===== src/logic/nocPkg.sv =====
`default_nettype none

package nocPkg;

  // Port order is also the round-robin order.
  localparam int NUM_PORTS = 5;
  localparam int PORT_W = 3;
  localparam int FLIT_W = 32;
  localparam int LEN_W = 12;

  localparam int PORT_LOCAL = 0;
  localparam int PORT_NORTH = 1;
  localparam int PORT_EAST = 2;
  localparam int PORT_WEST = 3;
  localparam int PORT_SOUTH = 4;

  typedef enum logic [1:0] {
    FK_IDLE = 2'd0,
    FK_HEAD = 2'd1,
    FK_BODY = 2'd2,
    FK_TAIL = 2'd3
  } flitKindE;

  // Header view of a flit. Length counts head and tail.
  typedef struct packed {
    flitKindE kind;
    logic [3:0] dest;
    logic [LEN_W-1:0] length;
    logic [13:0] rsvd;
  } headFieldsT;

  // Body view of a flit, used for body and tail words.
  typedef struct packed {
    flitKindE kind;
    logic [29:0] payload;
  } bodyFieldsT;

  // The kind field sits in the same bits in both views.
  typedef union packed {
    headFieldsT head;
    bodyFieldsT body;
  } flitWordU;

endpackage

`default_nettype wire


===== src/logic/portReqIf.sv =====
`timescale 1ns/1ps
`default_nettype none

// Decoded request of one input port, from its decoder to the arbiter.
interface portReqIf;
  import nocPkg::*;

  logic req;   // Flit belongs to a packet.
  logic head;  // Flit opens a packet.
  logic tail;  // Flit closes a packet.
  logic [LEN_W-1:0] length;
  logic take;  // Flit moves this cycle.
  logic close; // Packet ended by the hold timer.

  modport dec (
    output req,
    output head,
    output tail,
    output length,
    input take,
    input close
  );

  modport arb (
    input req,
    input head,
    input tail,
    input length,
    output take,
    output close
  );

endinterface

`default_nettype wire


===== src/logic/flitDecoder.sv =====
`timescale 1ns/1ps
`default_nettype none

module flitDecoder (
  input logic clk,
  input logic rst,
  input logic valid,
  input nocPkg::flitWordU flit,
  output logic ready,
  portReqIf.dec link
);
  import nocPkg::*;

  logic inPkt;
  logic stray;
  flitKindE kind;

  assign kind = flit.body.kind;

  // Outside a packet only a head flit may request the output.
  assign link.req = valid && (inPkt || kind == FK_HEAD);
  assign link.head = !inPkt && kind == FK_HEAD;
  assign link.tail = inPkt && kind == FK_TAIL;
  assign link.length = link.head ? flit.head.length : '0;

  // Anything else outside a packet is accepted and dropped at once.
  assign stray = valid && !inPkt && kind != FK_HEAD;

  assign ready = link.take || stray;

  always_ff @(posedge clk)
  begin
    if (rst)
    begin
      inPkt <= 1'b0;
    end
    else
    begin
      if (link.take && link.head)
      begin
        inPkt <= 1'b1;
      end
      // Closing wins, so a one-flit packet leaves the bit clear.
      if (link.close || (link.take && link.tail))
      begin
        inPkt <= 1'b0;
      end
    end
  end

endmodule

`default_nettype wire


===== src/logic/holdTimer.sv =====
`timescale 1ns/1ps
`default_nettype none

module holdTimer (
  input logic clk,
  input logic rst,
  input logic load,
  input logic [nocPkg::LEN_W-1:0] length,
  input logic step,
  output logic last
);
  import nocPkg::*;

  logic [LEN_W-1:0] remain; // Flits still allowed after the ones taken.

  // On the head flit itself the decision comes from the length field.
  assign last = load ? (length <= LEN_W'(1)) : (remain == LEN_W'(1));

  always_ff @(posedge clk)
  begin
    if (rst)
    begin
      remain <= '0;
    end
    else if (load)
    begin
      remain <= (length == '0) ? '0 : length - 1'b1; // The head is flit one.
    end
    else if (step && remain != '0)
    begin
      remain <= remain - 1'b1;
    end
  end

endmodule

`default_nettype wire


===== src/logic/portArbiter.sv =====
`timescale 1ns/1ps
`default_nettype none

module portArbiter (
  input logic clk,
  input logic rst,
  portReqIf.arb links [nocPkg::NUM_PORTS],
  input logic space,
  output logic [nocPkg::PORT_W-1:0] grant,
  output logic move
);
  import nocPkg::*;

  logic busy;
  logic [PORT_W-1:0] rrPtr; // First port searched on the next arbitration.
  logic [PORT_W-1:0] pick;
  logic found;
  logic endPkt;

  logic [NUM_PORTS-1:0] reqV;
  logic [NUM_PORTS-1:0] headV;
  logic [NUM_PORTS-1:0] tailV;
  logic [NUM_PORTS-1:0] lastV;
  logic [NUM_PORTS-1:0] takeV;
  logic [NUM_PORTS-1:0] closeV;

  for (genvar p = 0; p < NUM_PORTS; p++)
  begin : gPort
    assign reqV[p] = links[p].req;
    assign headV[p] = links[p].head;
    assign tailV[p] = links[p].tail;
    assign links[p].take = takeV[p];
    assign links[p].close = closeV[p];

    holdTimer u_timer (
      .clk    (clk),
      .rst    (rst),
      .load   (takeV[p] && headV[p]),
      .length (links[p].length),
      .step   (takeV[p]),
      .last   (lastV[p])
    );
  end

  // Round-robin search for a head flit, starting at rrPtr and wrapping.
  always_comb
  begin
    int cand;
    found = 1'b0;
    pick = '0;
    for (int i = 0; i < NUM_PORTS; i++)
    begin
      cand = int'(rrPtr) + i;
      if (cand >= NUM_PORTS)
      begin
        cand = cand - NUM_PORTS;
      end
      if (!found && reqV[cand] && headV[cand])
      begin
        found = 1'b1;
        pick = PORT_W'(cand);
      end
    end
  end

  assign move = busy && reqV[grant] && space;

  always_comb
  begin
    takeV = '0;
    closeV = '0;
    takeV[grant] = move;
    closeV[grant] = move && lastV[grant]; // Timer expiry ends the packet.
  end

  assign endPkt = move && (tailV[grant] || lastV[grant]);

  always_ff @(posedge clk)
  begin
    if (rst)
    begin
      busy <= 1'b0;
      grant <= '0;
      rrPtr <= '0;
    end
    else if (!busy)
    begin
      if (found)
      begin
        busy <= 1'b1;
        grant <= pick;
        rrPtr <= (pick == PORT_W'(NUM_PORTS - 1)) ? '0 : pick + 1'b1;
      end
    end
    else if (endPkt)
    begin
      busy <= 1'b0;
    end
  end

endmodule

`default_nettype wire


===== src/logic/outputStage.sv =====
`timescale 1ns/1ps
`default_nettype none

module outputStage (
  input logic clk,
  input logic rst,
  input nocPkg::flitWordU inFlit [nocPkg::NUM_PORTS],
  input logic [nocPkg::PORT_W-1:0] grant,
  input logic move,
  output logic space,
  output logic outValid,
  output nocPkg::flitWordU outFlit,
  output logic [nocPkg::PORT_W-1:0] outPort,
  input logic outReady
);
  import nocPkg::*;

  flitWordU selFlit;

  // The register can take a flit when empty or while it drains.
  assign space = !outValid || outReady;

  always_comb
  begin
    selFlit = '0;
    for (int p = 0; p < NUM_PORTS; p++)
    begin
      if (grant == PORT_W'(p))
      begin
        selFlit = inFlit[p];
      end
    end
  end

  always_ff @(posedge clk)
  begin
    if (rst)
    begin
      outValid <= 1'b0;
    end
    else if (move)
    begin
      outValid <= 1'b1;
    end
    else if (outReady)
    begin
      outValid <= 1'b0; // Drained with nothing behind it.
    end
  end

  always_ff @(posedge clk)
  begin
    if (move)
    begin
      outFlit <= selFlit;
      outPort <= grant;
    end
  end

endmodule

`default_nettype wire


===== src/logic/routerArbTop.sv =====
`timescale 1ns/1ps
`default_nettype none

module routerArbTop (
  input logic clk,
  input logic rst,
  input logic [nocPkg::NUM_PORTS-1:0] inValid,
  input nocPkg::flitWordU inFlit [nocPkg::NUM_PORTS],
  output logic [nocPkg::NUM_PORTS-1:0] inReady,
  output logic outValid,
  output nocPkg::flitWordU outFlit,
  output logic [nocPkg::PORT_W-1:0] outPort,
  input logic outReady
);
  import nocPkg::*;

  logic [PORT_W-1:0] grant;
  logic move;
  logic space;

  portReqIf links [NUM_PORTS] ();

  // One decoder per input port, local first.
  for (genvar p = 0; p < NUM_PORTS; p++)
  begin : gDec
    flitDecoder u_dec (
      .clk   (clk),
      .rst   (rst),
      .valid (inValid[p]),
      .flit  (inFlit[p]),
      .ready (inReady[p]),
      .link  (links[p])
    );
  end

  portArbiter u_arb (
    .clk   (clk),
    .rst   (rst),
    .links (links),
    .space (space),
    .grant (grant),
    .move  (move)
  );

  outputStage u_out (
    .clk      (clk),
    .rst      (rst),
    .inFlit   (inFlit),
    .grant    (grant),
    .move     (move),
    .space    (space),
    .outValid (outValid),
    .outFlit  (outFlit),
    .outPort  (outPort),
    .outReady (outReady)
  );

endmodule

`default_nettype wire


===== config.mk =====
export PLATFORM = sky130hd
export DESIGN_NAME = routerArbTop
export DESIGN_NICKNAME = d
export VERILOG_FILES = /design/src/logic/nocPkg.sv /design/src/logic/portReqIf.sv /design/src/logic/flitDecoder.sv /design/src/logic/holdTimer.sv /design/src/logic/portArbiter.sv /design/src/logic/outputStage.sv /design/src/logic/routerArbTop.sv
export SDC_FILE = /design/constraint.sdc
export NUM_CORES = 1
export LEC_CHECK = 0
export ABC_AREA = 1
export BUFFER_PORTS_ARGS = -buffer_cell sky130_fd_sc_hd__buf_2
export CAP_MARGIN = 30
export CELL_PAD_IN_SITES_DETAIL_PLACEMENT = 1
export CELL_PAD_IN_SITES_GLOBAL_PLACEMENT = 1
export CORE_ASPECT_RATIO = 0.7
export CORE_MARGIN = 2
export CORE_UTILIZATION = 39
export CTS_CLUSTER_DIAMETER = 60
export CTS_CLUSTER_SIZE = 20
export DETAILED_ROUTE_END_ITERATION = 16
export PLACE_DENSITY = 0.9
export SYNTH_ARGS = -nofsm -noshare
export SYNTH_HDL_FRONTEND = slang
export SYNTH_SLANG_ARGS = --single-unit

===== constraint.sdc =====
create_clock -name clk -period 3.7 [get_ports clk]
set_input_delay 0.555 -clock clk [delete_from_list [all_inputs] [get_ports clk]]
set_output_delay 0.555 -clock clk [all_outputs]
set_load 0.03 [all_outputs]

Yosys cells after proc, flatten, opt, wreduce, memory -nomap -nowiden

Cells that the tools add are included.

Bitwise gates (word level): 3
Add/subtract/negate cells: 20
Equality and inequality tests: 25
Reduce and logical (&&, ||, !) cells: 104
Order comparisons: 17
Multiplexer cells: 89

Operators with widths:

| cell                                                             | count |
|---|---|
| two-way mux 32 bit                                               | 10 |
| two-way mux 12 bit                                               | 20 |
| < comparator 32 x 5 -> 1 bit (second input constant)             | 5 |
| >= comparator 32 x 4 -> 1 bit (second input constant)            | 4 |
| subtractor 32 x 4 -> 32 bit (second input constant)              | 4 |
| subtractor 12 x 1 -> 12 bit (second input constant)              | 10 |
| == test 12 x 1 -> 1 bit (second input constant)                  | 5 |
| less-or-equal comparator 12 x 1 -> 1 bit (second input constant) | 5 |
| logical NOT 12 bit                                               | 5 |
| nonzero test 12 bit                                              | 5 |
| logical AND 1 bit                                                | 54 |
| binary-select mux 1 bit (select 3 bit)                           | 13 |
| two-way mux 1 bit                                                | 39 |
| two-way mux 3 bit                                                | 6 |
| logical OR 1 bit                                                 | 17 |
| nonzero test 2 bit                                               | 6 |
| bitwise AND 5 bit                                                | 2 |
| == test 2 x 1 -> 1 bit (second input constant)                   | 5 |
| == test 2 bit (second input constant)                            | 5 |
| logical NOT 1 bit                                                | 10 |
| inequality test 2 x 1 -> 1 bit (second input constant)           | 5 |
| OR reduction 2 bit                                               | 5 |
| adder 3 x 2 -> 4 bit (second input constant)                     | 2 |
| == test 3 x 2 -> 1 bit (second input constant)                   | 2 |
| other kinds (13)                                                 | 14 |

Output and inout port bits: 41
Word-level logic and storage cells: 274
Input bits: 168
Bits in registers: 108

Longest topological paths before layout

Gate-level depths: netlist of the first run.

Depth after elaboration: 26
Depth in mapped cells: 26
Depth with buffers taken out: 25

Cells and area by module

From an unflattened synthesis of the first run, not the netlist that was laid out.

Cell total of the unflattened synthesis: 1943
Area total of the unflattened synthesis: 11373.4 sq um

By module, submodules not included:

| module                                  | instances | cells an instance | area each (sq um) |
|---|---|---|---|
| holdTimer at u_arb.gPort[1].u_timer ... | 4         | 210               | 1197.4 |
| outputStage                             | 1         | 359               | 2438.6 |
| portArbiter                             | 1         | 298               | 1701.6 |
| holdTimer at u_arb.gPort[0].u_timer     | 1         | 216               | 1273.7 |
| flitDecoder                             | 5         | 46                | 234.0 |

Worst setup path before layout of the first run

Ideal clock, no wire load.

Kind: register to register
From: reg u_arb.rrPtr[0]
To: reg u_arb.rrPtr[2]
Path slack: 0.567 ns
Clock period less this slack: 3.133 ns
Data arrival time: 3.063 ns
Buffers on the path: 1
Cell stages (with the launch flop): 24
Cells stage by stage: dfxtp_1 -> clkbuf_8 -> inv_2 -> ha_1 -> inv_1 -> fa_1 -> a21oi_4 -> inv_1 -> o21ai_0 -> inv_1 -> nand3_1 -> nand2_1 -> nand2_1 -> nand2_1 -> nand3_1 -> nor2_1 -> a211oi_1 -> and3_4 -> inv_1 -> ha_1 -> nand3b_1 -> nand2_1 -> nand2_1 -> a21oi_1

Word-level cells in the longest chain between the ends: 25
Elaborated cells on any way between the ends: 76
Those cells by class: 10 x add/sub; 5 x order compare; 1 x eq/ne; 46 x mux; 14 x reduce/logical

RTL lines:

| item                                                                 | line              | RTL |
|---|---|---|
| start: declaration                                                   | portArbiter.sv:15 | `logic [PORT_W-1:0] rrPtr;` |
| start signal: assignment                                             | portArbiter.sv:92 | `rrPtr <= (pick == PORT_W'(NUM_PORTS - 1)) ? '0 : pick + 1'b1;` |
| branches (longest 22 deep; another with subtractor 32 x 4 -> 32 bit) | -                 |  |
| two-way mux 3 bit (*)                                                | portArbiter.sv:58 | `if (!found && reqV[cand] && headV[cand])` |
| via u_arb.pick[1]                                                    | portArbiter.sv:16 | `logic [PORT_W-1:0] pick;` |
| adder 3 x 1 -> 3 bit / == test 3 bit (equally long branches)         | portArbiter.sv:92 |  |
| two-way mux 3 bit (*)                                                | portArbiter.sv:92 |  |

Mark *: on every way through the listed nets, which the timed path passes. The select of a mux whose other input is x is not followed.
A chain may end at the register's enable or synchronous reset.

Final worst setup path of the first run

From: reg u_arb.rrPtr[2]
To: reg u_arb.rrPtr[2]

The elaborated chain is that of the path after synthesis.

==> results.yml, run 1 <==
clocking:
  ctsResizeCount: 0
  cts-hold-fix-buffers: 0
  cts_setup_buffers: 0
  root_buffer: "clkbuf_16"
  htreeDepth: 3
  clock-sinks: 108
  numCtsBuffers: 9
  cts_tree: "yes"
  cts.path.max_buffers: 2
  worstSkewPairLatency_ns: 0.38
  clk_pin_slew_worst_paths_ns: 0.07
logic_synthesis:
  synthSimpleGateAreaFrac_pct: 29.29
  synth_area_sq_um: 9540
  async_reset_ff_share_pct: 0
  synth_cell_types: 54
  synth_top_family_by_area: "simple AND/OR/NAND/NOR gates"
  ys_seq_area_share_pct: 26.33
  synth-xor-area-share_pct: 6.059
  avgSynthCellArea_sq_um: 6.543
  synth-main-ff-cell: "dfxtp_1"
  syn_nets: 1662
  synth_compound_area_share_pct: 21.21
  synth_mux_area_share_pct: 0
  synth_edf_count: 35
  ys_top_cells_by_area: "dfxtp_1 15%, edfxtp_1 11%, nand2_1 9.8%, inv_1 9.1%, nor2_1 7.2%"
  synth_top_area_cell: "dfxtp_1"
  synth_fa_ha_area_share_pct: 4.800
  synth_top_area_share_pct: 15.32
  synth_seq_cells: 108
  yosysMostFrequentCell: "nand2_1"
  synth_commonest_cells: "248 x nand2_1, 231 x inv_1, 182 x nor2_1, 95 x a21oi_1, 81 x nand3_1"
  synthCells: 1458
  yosysWarnings: 0
placement:
  dp_slack_ns: 0.1750
  place.gp.congestion: 0.9289
  place_inst: 1957
  hpwl_microns: 30590
  port_buffers: 208
sta:
  setup_viol: 0
  min_period_ns: 3.380
  worst_pin_slew_ns: 1.010
  layout_worst_path_cycle_share_pct: 91.35
  relSlewSlack_pct: 32.02
  slew_violations: 0
  worst_clock_skew_ns: 0.01392
  hold_viol_final: 0
  worst_slack_ns: 0.3200
  rsz0062_at_grt: "no"
  clock.fmax_mhz: 295.9
  fin_setup_tns_ns: 0
setup_path:
  reg2reg_slack_ns: 0.32
  critPathArrivalTime_ns: 3.68
  crit_top_cell: "nand2_1"
  critPathTopFamily: "simple AND/OR/NAND/NOR gates"
  worstSetupPathType: "reg -> reg"
  cp-start-kind: "flip-flop"
  cpMaxStageDelayCell: "dfxtp_1"
  path_cells: "inv_2 > ha_1 > a21oi_4 > inv_1 > o21ai_1 > inv_1 > nand3_1 > nand2_1 > nand2_1 > nand2_1 > nand3_1 > nor2_1 > a211oi_1 > and3_4 > inv_1 > ha_1 > nand3b_1 > nand2_1 > nand2_1 > a21oi_1"
  r2r_end: "u_arb.rrPtr[2]"
  max_stage_delay_ns: 0.58
  crit_buf_inv: 4
  crit_fanout: 8
  ff2ff_path_depth: 20
  reg2reg_from: "u_arb.rrPtr[2]"
  critPathCaptureType: "flip-flop"
  cp_data_required_time_ns: 4.00
finish:
  stdcell_count: 1975
  drive_gt1_share_pct: 18.49
  area_growth_pct: 17.35
  layout.nets: 1854
flow_run:
  max_cap_viol_count: 0
floorplanning:
  dieWidth_microns: 190.9
  fp.dieArea_sq_um: 25750
  die_h_microns: 134.9
  start_util_pct: 40.06
  core_region_area_sq_um: 23820
  row_count: 47
  io_pins: 209
global_route:
  grt_pass1_vias: 10940
  overflow: 0
  groute.usage.overall_pct: 29.14
  grt_pass1_wl_microns: 58420
  grt_antenna_before_repair: 2
  grt_max_degree: 40
hold_path:
  hold_end: "u_out.outFlit[9]"
  hp-class: "in -> reg"
  min_path_cells: 3
  min_from: "inFlit[73]"
routing:
  drt_pass1_iterations: 5
  postRouteAntennaNets: 0
  via_count: 10900
  wl_per_cell_microns: 19.13
  wl_microns: 37790
  drc: 0
  routed_via_density: 5.516
  drtIter0Drc: 756
run_status:
  status: "complete, no violations"
power:
  p_per_area_nw_per_um2: 491.7
  ir_drop_mv: 0.2675
  p_leak_nw: 5.547
  power_mw: 5.505
-- state kept, by name, indices dropped and copies added, names as in the netlist --
| name | flops |
|---|---|
| gDec.u_dec.inPkt | 5 |
| u_arb.busy | 1 |
| u_arb.gPort.u_timer.remain | 60 |
| u_arb.grant | 3 |
| u_arb.rrPtr | 3 |
| u_out.outFlit | 32 |
| u_out.outPort | 3 |
| u_out.outValid | 1 |
-- per-stage QoR --
stage	area [sq um]	util [%]	hold slack (ns)
after floorplan	9540	-	0.4550
after global placement	10900	45.76	0.4666
after detailed placement	10900	45.76	0.5029
after CTS	11190	46.98	0.4724
after global routing	11200	47.01	0.4814
final	11200	47.01	0.4751
-- cell type report --
cell class / instances / area [sq um]
clock inverter: 7 / 65.06
fill: 3261 / 12620
clock buffer: 9 / 225.2
multi-input combinational: 1054 / 5856
inverter: 247 / 927.1
sequential: 108 / 2514
timing repair buffer: 230 / 1206
antenna: 2 / 5.005
tap: 318 / 397.9
-- worst reg2reg max path, stage by stage, from the launching register on --
cell and delay (ns):
dfxtp_1 0.58, inv_2 0.13, ha_1 0.36, a21oi_4 0.20, inv_1 0.08, o21ai_1 0.19, inv_1 0.11, nand3_1 0.09
nand2_1 0.06, nand2_1 0.05, nand2_1 0.15, nand3_1 0.15, nor2_1 0.05, a211oi_1 0.24, and3_4 0.26, inv_1 0.05
ha_1 0.19, nand3b_1 0.16, nand2_1 0.07, nand2_1 0.05, a21oi_1 0.10
-- placed cells by master (no fill, tap or decap), types with 8 or more instances in the layout --
master and n:
nand2_1 248, o211ai_1 9, a22o_1 19, dfxtp_1 72, a31oi_1 18, edfxtp_1 35, xor2_1 51, nand2_2 12
o21ai_0 76, clkbuf_16 9, o221ai_1 19, a21oi_1 95, a211oi_1 30, ha_1 35, o21ai_1 10, o31ai_1 9
nand3_1 81, nand4_1 20, nor3_1 48, buf_2 208, inv_1 231, nor2_2 8, xnor2_1 15, buf_4 22
o22ai_1 13, nor2_1 181, inv_2 15
-- worst max path at each step --
stage | startpoint | end | depth (start not counted)
detailed placement | u_arb.rrPtr[1] | u_arb.rrPtr[2] | 21
global placement | u_arb.rrPtr[1] | u_arb.rrPtr[2] | 21
global route | u_arb.rrPtr[1] | u_arb.rrPtr[2] | 20
floorplan | u_arb.rrPtr[0] | u_arb.rrPtr[2] | 23
CTS | u_arb.rrPtr[1] | u_arb.rrPtr[2] | 21
finish | u_arb.rrPtr[2] | u_arb.rrPtr[2] | 20
-- where the power goes --
| group | total (mW) | internal [mW] | leakage [nW] | switching [mW] |
|---|---|---|---|---|
| Combinational | 2.96 | 0.947 | 4.50 | 2.01 |
| Sequential | 1.53 | 1.42 | 0.911 | 0.101 |
| Clock | 1.02 | 0.522 | 0.135 | 0.501 |
| Total | 5.51 | 2.89 | 5.55 | 2.61 |
-- cell families after synthesis --
group | count (synthesis)
and+or+nand+nor | 631
adders and majority gates | 36
AOI/OAI and AO/OA | 321
DFF | 108
xor gates and xnor gates | 66
buffers and inverters | 296
-- per-layer routing --
metal | track usage, % | vias to the layer above | part of all wire (%)
met5 | 0 | - | 0
met4 | 8.570 | 0 | 2.3
met3 | 5.483 | 55 | 6.1
met2 | 48.43 | 333 | 46
met1 | 38.45 | 5266 | 46
li1 | - | 5241 | -
(Power assumes the default switching activity.)
==> run 2: changes to the inputs <==
--- a/config.mk
+++ b/config.mk
@@ -19,4 +19,5 @@
 export PLACE_DENSITY = 0.9
 export SYNTH_ARGS = -nofsm -noshare
 export SYNTH_HDL_FRONTEND = slang
+export SYNTH_HIERARCHICAL = 1
 export SYNTH_SLANG_ARGS = --single-unit
==> run 2 against run 1 <==
Via count grew 23%. Fmax shrank 0.27%. Power grew 1.7%. Clock power grew 7%. Flip-flop and latch count is the same. Synthesized area grew 19%. Synthesized cell count grew 33%. Hold slack lost 0.012 ns. Critical endpoint is now u_arb/rrPtr[2].
==> results.yml, run 2 <==
routing:
  via_count: 13440
  drtIter0Drc: 1018
  postRouteAntennaNets: 0
  routed_via_density: 5.324
  drc: 0
  wl_per_cell_microns: 18.10
  wl_microns: 45700
  drt_pass1_iterations: 5
power:
  p_clk_share_pct: 19.5
  ir_drop_mv: 0.2521
  power.share.switching_pct: 49.73
  p_per_area_nw_per_um2: 425.7
  seqPwrFrac_pct: 25.4
  power_mw: 5.602
  p_switching_mw: 2.785
  p_comb_share_pct: 55.0
  p_leak_nw: 7.432
  internal-power_mw: 2.816
floorplanning:
  fp.dieArea_sq_um: 30570
  core_region_area_sq_um: 28820
  row_count: 52
  dieWidth_microns: 208.1
  die_h_microns: 146.9
  io_pins: 209
  start_util_pct: 39.46
setup_path:
  ff2ff_path_depth: 20
  worstSetupPathType: "reg -> reg"
  reg2reg_slack_ns: 0.31
  crit_top_cell: "nand2_1"
  cp_data_required_time_ns: 3.99
  critPathArrivalTime_ns: 3.68
  crit_fanout: 8
  path_cells: "inv_1 > ha_1 > nand2_1 > nand3_2 > o21ai_1 > nand3_1 > nor2_1 > inv_1 > nand2_1 > nand2_1 > nand2_1 > o21ai_1 > nand2_1 > nand2_1 > nand2_1 > inv_1 > ha_1 > a21oi_4 > nand2_1 > a21oi_1"
  cpMaxStageDelayCell: "ha_1"
  cp-start-kind: "flip-flop"
  critPathCaptureType: "flip-flop"
  max_stage_delay_ns: 0.34
global_route:
  grt_max_degree: 35
  overflow: 0
  grt_pass1_wl_microns: 72030
  groute.usage.overall_pct: 29.45
  grt_pass1_vias: 13680
  grt_antenna_before_repair: 3
finish:
  final_common_cell: "nand2_1"
  area_growth_pct: 15.70
  regMostFlops: "u_arb/gPort.u_timer/remain"
  fill_cells: 4069
  top_regs: "u_arb/gPort.u_timer/remain: 60 flops, u_out/outFlit: 32 flops, gDec.u_dec/inPkt: 5 flops"
  multi_input_area_sq_um: 7372
  drive_gt1_share_pct: 18.47
  final_cell_mix: "491 x nand2_1, 321 x nor2_1, 306 x inv_1"
  utilization_pct: 45.65
  largest_reg_flops: 60
  layout.nets: 2351
  seqCellArea_sq_um: 2515
logic_synthesis:
  synthCells: 1943
  avgSynthCellArea_sq_um: 5.854
  ys_top_cells_by_area: "nand2_1 16%, dfxtp_1 13%, nor2_1 11%, nand3_1 10%, inv_1 10%"
  synth_cell_types: 44
  synth_top_family_by_area: "simple AND/OR/NAND/NOR gates"
  synth_seq_cells: 108
  synth_top_area_cell: "nand2_1"
  yosysWarnings: 6
  synth_top_area_share_pct: 16.20
  synth_compound_area_share_pct: 6.909
  synthSimpleGateAreaFrac_pct: 48.66
  synth_edf_count: 35
  synth-main-ff-cell: "dfxtp_1"
  syn_nets: 2155
  yosysMostFrequentCell: "nand2_1"
  synth-xor-area-share_pct: 4.081
  synth_fa_ha_area_share_pct: 4.840
  synth_area_sq_um: 11370
  ys_seq_area_share_pct: 22.09
  synth_commonest_cells: "491 x nand2_1, 323 x nor2_1, 306 x inv_1, 236 x nand3_1, 73 x dfxtp_1"
  synth_mux_area_share_pct: 0
  async_reset_ff_share_pct: 0
placement:
  port_buffers: 208
  place.gp.congestion: 0.9348
  dp_slack_ns: 0.07148
  hpwl_microns: 36790
clocking:
  root_buffer: "clkbuf_16"
  cts-hold-fix-buffers: 0
  cts.path.max_buffers: 2
  clock-sinks: 108
  cts_tree: "yes"
  worstSkewPairLatency_ns: 0.38
  numCtsBuffers: 9
  clk_pin_slew_worst_paths_ns: 0.09
  htreeDepth: 3
sta:
  worst_slack_ns: 0.3110
  setup_viol: 0
  worst_pin_slew_ns: 0.7625
  holdWs_ns: 0.4629
  min_period_ns: 3.389
  hold_viol_final: 0
  layout_worst_path_cycle_share_pct: 91.59
  relSlewSlack_pct: 49.00
  fin_setup_tns_ns: 0
  slew_violations: 0
  clock.fmax_mhz: 295.1
  rsz0062_at_grt: "no"
  worst_clock_skew_ns: 0.01983
hold_path:
  min_path_cells: 3
  hp-class: "in -> reg"
flow_run:
  max_cap_viol_count: 0
run_status:
  status: "complete, no violations"
==> run 2: stage by stage <==
stage	cells	instance area, sq um
final	2525	13160
after global routing	2523	13150
after CTS	2522	13130
after detailed placement	2506	12810
after global placement	2505	12800
after floorplan	1943	11370
==> run 2: layer usage <==
layer  vias up  share of wire [%]  global-route usage [%]
met5         -              0.059                       0
li1       6455                  -                       -
met4         4                5.1                   14.64
met2       435                 47                   50.08
met1      6436                 43                   36.58
met3       113                5.1                   4.446
==> run 2: power by group through the flow <==
stage | registers (mW) | clock network [mW] | logic, mW
finish | 1.43 | 1.09 | 3.08
global route | 1.43 | 1.16 | 3.37
CTS | 1.42 | 1.12 | 3.03
detailed placement | 1.45 | 0 | 2.98
global placement | 1.44 | 0 | 2.83
floorplan | 1.50 | 0 | 1.98
==> run 2: cell families (layout without fill, tap and decap cells) <==
group | count (synthesis) | in the layout
AND/OR/NAND/NOR | 1225 | 1225
other | 0 | 3
XOR/XNOR | 53 | 53
adder cells (fa/ha/maj) | 44 | 44
buffers and inverters | 376 | 577
AO/OA/AOI/OAI | 137 | 137
flip-flops | 108 | 108
==> run 2: final timing paths <==
path	startpoint	end
worst min-delay path	inFlit[41]	u_out/outFlit[9]
worst max-delay path	u_arb/rrPtr[1]	u_arb/rrPtr[2]
worst max register to register	u_arb/rrPtr[1]	u_arb/rrPtr[2]
worst min register to register	u_arb/busy	u_arb/busy
==> run 2: critical path, delay by kind of cell (launching register included) <==
kind | cells | cell delay [ns]
DFF | 1 | 0.32
adders and majority gates | 2 | 0.55
buffers and inverters | 3 | 0.41
and+or+nand+nor | 11 | 1.36
AOI/OAI and AO/OA | 4 | 0.66
==> run 2: area by class of cell <==
type	instances	area share, %
inverters	326	9.299
clock inverters	7	0.6941
multi-input cells	1459	56.02
clock buffers	9	1.712
repair buffers	235	9.508
flip-flops and latches	108	19.11
well taps	378	3.594
diodes	3	0.05705
==> run 2: repair_timing <==
| action | in CTS | in global routing |
|---|---|---|
| buffers inserted | 0 | 0 |
| resized for setup | 0 | 7 |
| endpoints found under the setup margin | 0 | 11 |
